==> src/hdl/starforce_pkg.sv <==
// shared constants and types for the starforce host shell
// bridge addresses decode on the full 32-bit word, no partial matches
// stick thresholds assume unsigned axes with the rest position near 0x80
package starforce_pkg;

    ////////////////////////////////////////
    // bridge address map
    ////////////////////////////////////////
    localparam logic [31:0] addr_lives        = 32'h2000_0000;
    localparam logic [31:0] addr_difficulty   = 32'h3000_0000;
    localparam logic [31:0] addr_bonus        = 32'h4000_0000;
    localparam logic [31:0] addr_demo_sounds  = 32'h5000_0000;
    localparam logic [31:0] addr_reset_toggle = 32'h8000_0000;
    localparam logic [31:0] addr_adapter_ena  = 32'hF200_0000;
    localparam logic [31:0] addr_adapter_cfg  = 32'hF700_0000;

    // switch and adapter field widths
    localparam int lives_w     = 2;
    localparam int diff_w      = 3;
    localparam int bonus_w     = 3;
    localparam int cont_type_w = 5;
    localparam int assign_w    = 2;
    // one colour channel from the game core
    localparam int core_chan_w = 4;

    // adapter settings word, type sits at bit 0
    localparam int cfg_assign_lsb = 6;
    localparam int cfg_blank_bit  = 10;

    ////////////////////////////////////////
    // external controller types
    ////////////////////////////////////////
    localparam logic [cont_type_w-1:0] cont_type_none     = 5'h00;
    localparam logic [cont_type_w-1:0] cont_type_analog_a = 5'h12;
    localparam logic [cont_type_w-1:0] cont_type_analog_b = 5'h13;

    // below low is up/left, above high is down/right
    localparam logic [7:0] stick_low  = 8'h40;
    localparam logic [7:0] stick_high = 8'hC0;

    // bit positions in a 16-bit key word
    localparam int key_up    = 0;
    localparam int key_down  = 1;
    localparam int key_left  = 2;
    localparam int key_right = 3;
    localparam int key_fire  = 4;
    localparam int key_coin  = 14;
    localparam int key_start = 15;

    // switch word as the game sees it, field view or byte view
    typedef union packed {
        struct packed {
            logic               demo_sounds;
            logic               unused_hi;
            logic [lives_w-1:0] lives;
            logic [5:0]         unused_mid;
            logic [diff_w-1:0]  difficulty;
            logic [bonus_w-1:0] bonus;
        } sw;
        struct packed {
            logic [7:0] hi_byte;
            logic [7:0] lo_byte;
        } bytes;
    } dip_word_u;

endpackage

==> src/hdl/cfg_regs.sv <==
// bridge register block for game switches and adapter settings
// no back-pressure, a write lands in the cycle bridge_wr is high
// read data is combinational from bridge_addr
`timescale 1ns/100ps

module cfg_regs
    import starforce_pkg::*;
(
    input  logic                   clk_74a,
    input  logic                   reset,
    input  logic [31:0]            bridge_addr,
    input  logic                   bridge_wr,
    input  logic                   bridge_rd,
    input  logic [31:0]            bridge_wr_data,
    output logic [31:0]            bridge_rd_data,
    output dip_word_u              dip_word,
    output logic                   reset_toggle,
    output logic                   adapter_ena,
    output logic [cont_type_w-1:0] cont_type,
    output logic [assign_w-1:0]    cont_assign,
    output logic                   blank_screen
);

    logic [lives_w-1:0] lives_q;
    logic [diff_w-1:0]  diff_q;
    logic [bonus_w-1:0] bonus_q;
    logic               demo_q;
    logic [31:0]        cfg_rd_word;

    ////////////////////////////////////////
    // write decode
    ////////////////////////////////////////
    always_ff @(posedge clk_74a) begin
        if (reset) begin
            lives_q      <= '0;
            diff_q       <= '0;
            bonus_q      <= '0;
            demo_q       <= 1'b0;
            reset_toggle <= 1'b0;
            adapter_ena  <= 1'b0;
            cont_type    <= '0;
            cont_assign  <= '0;
            blank_screen <= 1'b0;
        end else if (bridge_wr) begin
            case (bridge_addr)
                addr_lives:        lives_q     <= bridge_wr_data[lives_w-1:0];
                addr_difficulty:   diff_q      <= bridge_wr_data[diff_w-1:0];
                addr_bonus:        bonus_q     <= bridge_wr_data[bonus_w-1:0];
                addr_demo_sounds:  demo_q      <= bridge_wr_data[0];
                addr_adapter_ena:  adapter_ena <= bridge_wr_data[0];
                // any write flips it, data ignored
                addr_reset_toggle: reset_toggle <= ~reset_toggle;
                addr_adapter_cfg: begin
                    cont_type    <= bridge_wr_data[cont_type_w-1:0];
                    cont_assign  <= bridge_wr_data[cfg_assign_lsb +: assign_w];
                    blank_screen <= bridge_wr_data[cfg_blank_bit];
                end
                default: ;
            endcase
        end
    end

    // adapter settings as laid out on the bus
    always_comb begin
        cfg_rd_word = '0;
        cfg_rd_word[cont_type_w-1:0] = cont_type;
        cfg_rd_word[cfg_assign_lsb +: assign_w] = cont_assign;
        cfg_rd_word[cfg_blank_bit] = blank_screen;
    end

    ////////////////////////////////////////
    // read mux
    ////////////////////////////////////////
    always_comb begin
        case (bridge_addr)
            addr_lives:       bridge_rd_data = 32'(lives_q);
            addr_difficulty:  bridge_rd_data = 32'(diff_q);
            addr_bonus:       bridge_rd_data = 32'(bonus_q);
            addr_demo_sounds: bridge_rd_data = 32'(demo_q);
            addr_adapter_ena: bridge_rd_data = 32'(adapter_ena);
            addr_adapter_cfg: bridge_rd_data = cfg_rd_word;
            // toggle reads back as zero, like unmapped space
            default:          bridge_rd_data = '0;
        endcase
    end

    // switch word, unused bits stay zero
    always_comb begin
        dip_word = '0;
        dip_word.sw.demo_sounds = demo_q;
        dip_word.sw.lives       = lives_q;
        dip_word.sw.difficulty  = diff_q;
        dip_word.sw.bonus       = bonus_q;
    end

    // host never reads and writes in the same cycle
    a_no_rd_wr: assert property (@(posedge clk_74a) disable iff (reset)
        !(bridge_rd && bridge_wr));

endmodule

==> src/hdl/core_reset.sv <==
// merged reset for the game core
// soft hold starts two cycles after a toggle write, toggles during it are dropped
// game_reset is registered, one cycle behind its sources
`timescale 1ns/100ps

module core_reset #(
    parameter int reset_hold_cycles = 2**21
) (
    input  logic clk_74a,
    input  logic reset,
    input  logic rom_write_req,
    input  logic rom_all_done,
    input  logic reset_toggle,
    output logic game_reset
);

    localparam int cnt_w = $clog2(reset_hold_cycles + 1);

    logic             rom_window;
    logic             toggle_q;
    logic             toggle_edge;
    logic [cnt_w-1:0] hold_cnt;

    // any change of the toggle level is a request
    assign toggle_edge = reset_toggle ^ toggle_q;

    always_ff @(posedge clk_74a) begin
        if (reset) begin
            rom_window <= 1'b0;
            toggle_q   <= 1'b0;
            hold_cnt   <= '0;
            game_reset <= 1'b1;
        end else begin
            // download window, open wins over done
            if (rom_write_req) begin
                rom_window <= 1'b1;
            end else if (rom_all_done) begin
                rom_window <= 1'b0;
            end
            toggle_q <= reset_toggle;
            // hold timer, only reloads once idle
            if (hold_cnt != '0) begin
                hold_cnt <= hold_cnt - cnt_w'(1);
            end else if (toggle_edge) begin
                hold_cnt <= cnt_w'(reset_hold_cycles);
            end
            game_reset <= rom_window || (hold_cnt != '0);
        end
    end

    a_hold_range: assert property (@(posedge clk_74a) disable iff (reset)
        hold_cnt <= cnt_w'(reset_hold_cycles));

endmodule

==> src/hdl/control_router.sv <==
// player one control source select
// adapter off or no controller type means the handheld pad
// analog types replace the dpad bits with left stick thresholds
`timescale 1ns/100ps

module control_router
    import starforce_pkg::*;
(
    input  logic                   clk_74a,
    input  logic                   reset,
    input  logic [15:0]            cont1_key,
    input  logic [15:0]            snac_p1_btn,
    input  logic [15:0]            snac_p2_btn,
    input  logic [31:0]            snac_p1_joy,
    input  logic [31:0]            snac_p2_joy,
    input  logic                   adapter_ena,
    input  logic [cont_type_w-1:0] cont_type,
    input  logic [assign_w-1:0]    cont_assign,
    output logic [15:0]            p1_controls
);

    logic        snac_is_analog;
    logic        snac_off;
    logic [15:0] p1_snac;
    logic [15:0] p2_snac;
    logic [15:0] next_controls;

    // snac buttons, dpad optionally from the left stick
    function automatic logic [15:0] snac_word(
        input logic [15:0] btn,
        input logic [31:0] joy,
        input logic        analog
    );
        logic [15:0] word;
        logic [7:0]  axis_x;
        logic [7:0]  axis_y;
        word   = btn;
        axis_x = joy[7:0];
        axis_y = joy[15:8];
        if (analog) begin
            word[key_up]    = axis_y < stick_low;
            word[key_down]  = axis_y > stick_high;
            word[key_left]  = axis_x < stick_low;
            word[key_right] = axis_x > stick_high;
        end
        return word;
    endfunction

    assign snac_is_analog = (cont_type == cont_type_analog_a) ||
                            (cont_type == cont_type_analog_b);
    assign snac_off = !adapter_ena || (cont_type == cont_type_none);

    assign p1_snac = snac_word(snac_p1_btn, snac_p1_joy, snac_is_analog);
    assign p2_snac = snac_word(snac_p2_btn, snac_p2_joy, snac_is_analog);

    ////////////////////////////////////////
    // player assignment
    ////////////////////////////////////////
    always_comb begin
        if (snac_off) begin
            next_controls = cont1_key;
        end else begin
            case (cont_assign)
                2'd0:    next_controls = p1_snac;
                // snac goes to player two, pocket keeps player one
                2'd1:    next_controls = cont1_key;
                2'd2:    next_controls = p1_snac;
                default: next_controls = p2_snac;
            endcase
        end
    end

    always_ff @(posedge clk_74a) begin
        if (reset) begin
            p1_controls <= '0;
        end else begin
            p1_controls <= next_controls;
        end
    end

endmodule

==> src/hdl/coin_pulse.sv <==
// stretches a coin release into a pulse of pulse_cycles
// releases seen during a pulse do not restart it
`timescale 1ns/100ps

module coin_pulse #(
    parameter int pulse_cycles = 2**20
) (
    input  logic clk_74a,
    input  logic reset,
    input  logic coin_in,
    output logic coin_out
);

    localparam int cnt_w = $clog2(pulse_cycles + 1);

    logic             coin_prev;
    logic [cnt_w-1:0] pulse_cnt;

    always_ff @(posedge clk_74a) begin
        if (reset) begin
            coin_prev <= 1'b0;
            pulse_cnt <= '0;
        end else begin
            coin_prev <= coin_in;
            if (pulse_cnt != '0) begin
                pulse_cnt <= pulse_cnt - cnt_w'(1);
            end else if (coin_prev && !coin_in) begin
                // falling edge, button let go
                pulse_cnt <= cnt_w'(pulse_cycles);
            end
        end
    end

    assign coin_out = (pulse_cnt != '0);

    a_no_reload: assert property (@(posedge clk_74a) disable iff (reset)
        (pulse_cnt != '0) |=> (pulse_cnt == $past(pulse_cnt) - cnt_w'(1)));

endmodule

==> src/hdl/video_out.sv <==
// video output stage, everything one cycle behind the core
// 4-bit channels widened by nibble repeat
// syncs leave as one-cycle pulses on the rising edge
`timescale 1ns/100ps

module video_out
    import starforce_pkg::*;
(
    input  logic                     clk_74a,
    input  logic                     reset,
    input  logic [3*core_chan_w-1:0] core_rgb,
    input  logic                     core_hblank,
    input  logic                     core_vblank,
    input  logic                     core_hs,
    input  logic                     core_vs,
    input  logic                     blank_screen,
    input  logic                     adapter_ena,
    output logic [6*core_chan_w-1:0] video_rgb,
    output logic                     video_de,
    output logic                     video_hs,
    output logic                     video_vs
);

    logic [core_chan_w-1:0] red;
    logic [core_chan_w-1:0] grn;
    logic [core_chan_w-1:0] blu;
    logic                   active;
    logic                   mute;
    logic                   hs_prev;
    logic                   vs_prev;

    assign {red, grn, blu} = core_rgb;
    assign active = !(core_hblank || core_vblank);
    // screen blank only when the adapter drives the display
    assign mute = !active || (blank_screen && adapter_ena);

    // colour path
    always_ff @(posedge clk_74a) begin
        video_rgb <= mute ? '0 : {red, red, grn, grn, blu, blu};
    end

    ////////////////////////////////////////
    // enable and sync pulses
    ////////////////////////////////////////
    always_ff @(posedge clk_74a) begin
        if (reset) begin
            video_de <= 1'b0;
            video_hs <= 1'b0;
            video_vs <= 1'b0;
            hs_prev  <= 1'b0;
            vs_prev  <= 1'b0;
        end else begin
            video_de <= active;
            video_hs <= core_hs && !hs_prev;
            video_vs <= core_vs && !vs_prev;
            hs_prev  <= core_hs;
            vs_prev  <= core_vs;
        end
    end

endmodule

==> src/hdl/starforce_top.sv <==
// host shell top for the starforce core, single clk_74a domain
// game_dipsw is the switch word with its bytes swapped
// game_controls bit 6 is up, bit 0 the stretched coin
`timescale 1ns/100ps

module starforce_top
    import starforce_pkg::*;
#(
    parameter int reset_hold_cycles = 2**21,
    parameter int pulse_cycles      = 2**20
) (
    input  logic        clk_74a,
    input  logic        reset,
    input  logic [31:0] bridge_addr,
    input  logic [31:0] bridge_wr_data,
    input  logic        bridge_wr,
    input  logic        bridge_rd,
    output logic [31:0] bridge_rd_data,
    input  logic        rom_write_req,
    input  logic        rom_all_done,
    input  logic [15:0] cont1_key,
    input  logic [15:0] snac_p1_btn,
    input  logic [15:0] snac_p2_btn,
    input  logic [31:0] snac_p1_joy,
    input  logic [31:0] snac_p2_joy,
    input  logic [11:0] core_rgb,
    input  logic        core_hblank,
    input  logic        core_vblank,
    input  logic        core_hs,
    input  logic        core_vs,
    output logic        game_reset,
    output logic [6:0]  game_controls,
    output logic [15:0] game_dipsw,
    output logic [23:0] video_rgb,
    output logic        video_de,
    output logic        video_hs,
    output logic        video_vs
);

    dip_word_u              dip_word;
    logic                   reset_toggle;
    logic                   adapter_ena;
    logic [cont_type_w-1:0] cont_type;
    logic [assign_w-1:0]    cont_assign;
    logic                   blank_screen;
    logic [15:0]            p1_controls;
    logic                   coin_stretched;

    ////////////////////////////////////////
    // bridge registers and reset
    ////////////////////////////////////////
    cfg_regs u_cfg_regs (
        .clk_74a        (clk_74a),
        .reset          (reset),
        .bridge_addr    (bridge_addr),
        .bridge_wr      (bridge_wr),
        .bridge_rd      (bridge_rd),
        .bridge_wr_data (bridge_wr_data),
        .bridge_rd_data (bridge_rd_data),
        .dip_word       (dip_word),
        .reset_toggle   (reset_toggle),
        .adapter_ena    (adapter_ena),
        .cont_type      (cont_type),
        .cont_assign    (cont_assign),
        .blank_screen   (blank_screen)
    );

    core_reset #(
        .reset_hold_cycles (reset_hold_cycles)
    ) u_core_reset (
        .clk_74a       (clk_74a),
        .reset         (reset),
        .rom_write_req (rom_write_req),
        .rom_all_done  (rom_all_done),
        .reset_toggle  (reset_toggle),
        .game_reset    (game_reset)
    );

    // game core expects the low byte first
    assign game_dipsw = {dip_word.bytes.lo_byte, dip_word.bytes.hi_byte};

    ////////////////////////////////////////
    // controls
    ////////////////////////////////////////
    control_router u_control_router (
        .clk_74a     (clk_74a),
        .reset       (reset),
        .cont1_key   (cont1_key),
        .snac_p1_btn (snac_p1_btn),
        .snac_p2_btn (snac_p2_btn),
        .snac_p1_joy (snac_p1_joy),
        .snac_p2_joy (snac_p2_joy),
        .adapter_ena (adapter_ena),
        .cont_type   (cont_type),
        .cont_assign (cont_assign),
        .p1_controls (p1_controls)
    );

    coin_pulse #(
        .pulse_cycles (pulse_cycles)
    ) u_coin_pulse (
        .clk_74a  (clk_74a),
        .reset    (reset),
        .coin_in  (p1_controls[key_coin]),
        .coin_out (coin_stretched)
    );

    assign game_controls = {p1_controls[key_up], p1_controls[key_down],
                            p1_controls[key_left], p1_controls[key_right],
                            p1_controls[key_fire], p1_controls[key_start],
                            coin_stretched};

    // video
    video_out u_video_out (
        .clk_74a      (clk_74a),
        .reset        (reset),
        .core_rgb     (core_rgb),
        .core_hblank  (core_hblank),
        .core_vblank  (core_vblank),
        .core_hs      (core_hs),
        .core_vs      (core_vs),
        .blank_screen (blank_screen),
        .adapter_ena  (adapter_ena),
        .video_rgb    (video_rgb),
        .video_de     (video_de),
        .video_hs     (video_hs),
        .video_vs     (video_vs)
    );

endmodule

==> config.mk <==
export PLATFORM = sky130hd
export DESIGN_NAME = starforce_top
export DESIGN_NICKNAME = d
export VERILOG_FILES = /design/src/hdl/starforce_pkg.sv /design/src/hdl/cfg_regs.sv /design/src/hdl/core_reset.sv /design/src/hdl/control_router.sv /design/src/hdl/coin_pulse.sv /design/src/hdl/video_out.sv /design/src/hdl/starforce_top.sv
export SDC_FILE = /design/constraint.sdc
export NUM_CORES = 1
export LEC_CHECK = 0
export ABC_AREA = 1
export BUFFER_PORTS_ARGS = -buffer_cell sky130_fd_sc_hd__buf_2
export CAP_MARGIN = 10
export CORE_AREA = 2 2 109 111
export CTS_CLUSTER_SIZE = 12
export DETAILED_ROUTE_END_ITERATION = 10
export DIE_AREA = 0 0 111 113
export PLACE_DENSITY = 0.78
export SYNTH_ARGS = -nofsm -noshare
export SYNTH_HDL_FRONTEND = slang
export SYNTH_SLANG_ARGS = --single-unit
==> constraint.sdc <==
create_clock -name clk_74a -period 2.7 [get_ports clk_74a]
set_clock_uncertainty 0.1 [all_clocks]
set_input_delay 0.27 -clock clk_74a [delete_from_list [all_inputs] [get_ports clk_74a]]
set_output_delay 0.27 -clock clk_74a [all_outputs]
set_load 0.02 [all_outputs]
==> flow_metrics.env <==
export IMPL_run_status="finished, final reports clean"
export IMPL_ys_dominant_reg_cell="sky130_fd_sc_hd__dfxtp_1"
export IMPL_floorplan_core_area_um2=11300
export IMPL_crit_reg2reg_capture="u_coin_pulse.pulse_cnt[14]"
export IMPL_ir_worst_vdd_uv=655
export IMPL_chipHeight_um=113
export IMPL_drive_above_1_share_pct=26.1
export IMPL_number_of_h_tree_levels=3
export IMPL_required_time_of_the_critical_path_ns=2.33
export IMPL_grt_antenna_before_repair=0
export IMPL_placement_io_buffers=165
export IMPL_dpl_hpwl_mm=9.10
export IMPL_post_drt_via_cell_ratio=4.74
export IMPL_clkSlewWorstSetupHoldPaths_ns=0.07
export IMPL_hp_class="in2reg"
export IMPL_overall_die_area_um2=12500
export IMPL_cts_root_buf="sky130_fd_sc_hd__clkbuf_16"
export IMPL_synth_area_um2=4770
export IMPL_finalNetCount=1041
export IMPL_grt_pass1_vias=4347
export IMPL_die_width_um=111
export IMPL_postRouteWirelength_mm=11.6
export IMPL_layout_min_cycle_time_ns=2.33
export IMPL_insertedDiodeCount=0
export IMPL_area_growth_syn_to_layout_pct=22.3
export IMPL_setup_viol=0
export IMPL_endpoint_kind="output pin"
export IMPL_final_core_utilization_pct=51.7
export IMPL_synth_most_common_cell="sky130_fd_sc_hd__nor2_1"
export IMPL_min_delay_worst_endpoint="u_video_out.video_rgb[19]"
export IMPL_timing_final_crit_share_pct=86.3
export IMPL_ys_types=33
export IMPL_cts_buffer_depth=2
export IMPL_num_fill_cells=1152
export IMPL_postSynth_asyncResetShare_pct=0
export IMPL_synth_seq_cells=90
export IMPL_grt_max_degree=61
export IMPL_ys_warnings_count=0
export IMPL_max_freq_ghz=0.429
export IMPL_setup_total_negative_slack_ns=0
export IMPL_synthTopCellsByArea="sky130_fd_sc_hd__dfxtp_1 (38%), sky130_fd_sc_hd__nor2_1 (9.4%), sky130_fd_sc_hd__nand2_1 (8.7%)"
export IMPL_postSynthAreaPerCell_um2=6.92
export IMPL_clkLatencyLatePin_ns=0.35
export IMPL_synth_edf_count=0
export IMPL_power_density_nw_per_um2=874
export IMPL_cell_taking_the_most_area_after_synthesis="sky130_fd_sc_hd__dfxtp_1"
export IMPL_fin_max_slew_vios=0
export IMPL_drv_cap=0
export IMPL_routability_driven_placement_congestion_ratio=0.927
export IMPL_route_detailed_drc=0
export IMPL_synth_top_cell_area_share_pct=37.8
export IMPL_numCtsBuffers=9
export IMPL_power_leakage_nw=2.86
export IMPL_cts_tree="built"
export IMPL_reg2reg_setup_slack_ns=0.77
export IMPL_io_pins=281
export IMPL_grt_setup_unrepaired="no"
export IMPL_worstPathMaxFanout=6
export IMPL_avgRoutedWirePerCell_um=11.7
export IMPL_clock_sink_count=90
export IMPL_timing_slew_headroom_pct=56.3
export IMPL_detail_route_first_pass_iterations=4
export IMPL_worstHoldPathCells=3
export IMPL_hold_path_startpoint="core_rgb[11]"
export IMPL_reg2regPathDepth=8
export IMPL_core_rowCount=39
export IMPL_reg2reg_from="u_coin_pulse.pulse_cnt[0]"
export IMPL_global_route_usage_over_all_layers_pct=18.6
export IMPL_dr_total_vias=4691
export IMPL_seq_area_frac_synth_pct=37.8
export IMPL_cp_arrival_ns=1.96
export IMPL_overall_overflow_remaining_after_global_route=0
export IMPL_dr_first_iter_drc_count=177
export IMPL_crit_path_start_kind="register"
export IMPL_crit_type="reg2out"
export IMPL_worst_pin_slew_ns=0.655
export IMPL_wire_length_of_the_first_global_routing_pass_mm=19.4
export IMPL_initial_core_util_pct=42.3
export IMPL_synthTopCellsByCount="sky130_fd_sc_hd__nor2_1 (120), sky130_fd_sc_hd__nand2_1 (110), sky130_fd_sc_hd__dfxtp_1 (90), sky130_fd_sc_hd__inv_1 (68), sky130_fd_sc_hd__nand3_1 (52)"
export IMPL_hold_violation_count_in_the_final_report=0
export IMPL_syn_inst=689
export IMPL_ant_nets=0
==> cell families (layout without fill, tap and decap cells) <==
| kind of cell | count (synthesis) | count (layout) | synth area share [%] |
|---|---|---|---|
| xor+xnor | 25 | 25 | 4.59 |
| buf+inv | 135 | 262 | 14.5 |
| flops | 90 | 90 | 37.8 |
| fa+ha+maj | 2 | 2 | 0.525 |
| simple gates | 362 | 362 | 34.3 |
| other cells | 1 | 31 | 0.0786 |
| compound gates | 74 | 74 | 8.21 |
==> placed cells by master (no fill, tap or decap), drive strengths merged, types with 8 or more instances in the layout <==
| cell | synthesis | routed |
|---|---|---|
| inv | 74 | 75 |
| conb | 1 | 31 |
| a21oi | 38 | 38 |
| nor2 | 135 | 135 |
| o21ai | 28 | 28 |
| nand3 | 55 | 55 |
| xnor2 | 8 | 8 |
| dfxtp | 90 | 90 |
| nand4 | 11 | 11 |
| xor2 | 17 | 17 |
| clkbuf | 10 | 10 |
| nand2 | 114 | 114 |
| buf | 50 | 169 |
| nor3 | 41 | 41 |
==> per-layer routing <==
layer  vias up  global-route usage, %  part of all wire (%)
li1       2441                      -                     -
met1      2084                   23.3                    45
met2       146                   31.8                    47
met3        20                   4.66                   6.3
met4         0                   5.92                   1.7
met5         -                      0                     0
==> state kept, by name, indices dropped and copies added (netlist names), 2 cells and up <==
name and cells:
u_cfg_regs.bonus_q 3, u_cfg_regs.lives_q 2, u_cfg_regs.cont_assign 2, u_cfg_regs.cont_type 5
u_control_router.p1_controls 7, u_coin_pulse.pulse_cnt 21, u_video_out.video_rgb 12, u_cfg_regs.diff_q 3
u_core_reset.hold_cnt 22
==> final cells by class <==
class | count | area, um^2 | share of cell area [%]
clock buffer | 10 | 239 | 4.10
clock inverter | 6 | 65.1 | 1.12
inverter | 75 | 282 | 4.83
multi-input combinational | 494 | 2390 | 41.0
sequential | 90 | 1800 | 30.9
tap | 143 | 179 | 3.07
timing repair buffer | 171 | 876 | 15.0
==> report_power, final <==
group          total [mW]  switching, mW  internal [mW]  leakage [nW]
clock                1.27          0.525          0.743         0.149
combinational        2.04           1.28          0.761          1.98
sequential           1.79          0.201           1.59         0.737
total                5.10           2.01           3.09          2.86
==> how the worst max path moves through the flow <==
| stage | from | to | cells past startpoint |
|---|---|---|---|
| 2_1_floorplan | bridge_addr[23] | bridge_rd_data[1] | 10 |
| 3_3_place_gp | bridge_addr[15] | bridge_rd_data[1] | 12 |
| 3_5_place_dp | bridge_addr[15] | bridge_rd_data[1] | 12 |
| 4_1_cts | u_coin_pulse.pulse_cnt[0] | game_controls[0] | 8 |
| 5_1_grt | u_coin_pulse.pulse_cnt[0] | game_controls[0] | 8 |
| 6_report | u_coin_pulse.pulse_cnt[0] | game_controls[0] | 8 |
==> worst max-delay path, stage by stage (launching register included) <==
cell and delay [ns]:
sky130_fd_sc_hd__dfxtp_1 0.30, sky130_fd_sc_hd__inv_1 0.10, sky130_fd_sc_hd__ha_1 0.22, sky130_fd_sc_hd__nand4_1 0.17
sky130_fd_sc_hd__nor2_2 0.25, sky130_fd_sc_hd__nand3_2 0.15, sky130_fd_sc_hd__nor2_4 0.19, sky130_fd_sc_hd__inv_1 0.08
sky130_fd_sc_hd__buf_2 0.16
==> per-stage QoR <==
stage          instances  hold slack (ns)  power, mW  cell area (um^2)  setup slack [ns]
2_1_floorplan        719            0.247       3.50              4880             0.901
3_3_place_gp         971            0.278       3.80              5510             0.499
3_5_place_dp         971            0.286       3.85              5510             0.521
4_1_cts              989           0.0165       5.14              5830             0.341
5_1_grt              989           0.0332       5.53              5830             0.203
6_report             989           0.0285       5.10              5830             0.370
==> what timing repair did <==
item                                   4_1_cts  5_1_grt
hold buffers                                 2        0
gates resized for setup                      0        0
endpoints found under the hold margin        1        0
buffers inserted                             0        0
(Power assumes the default switching activity.)
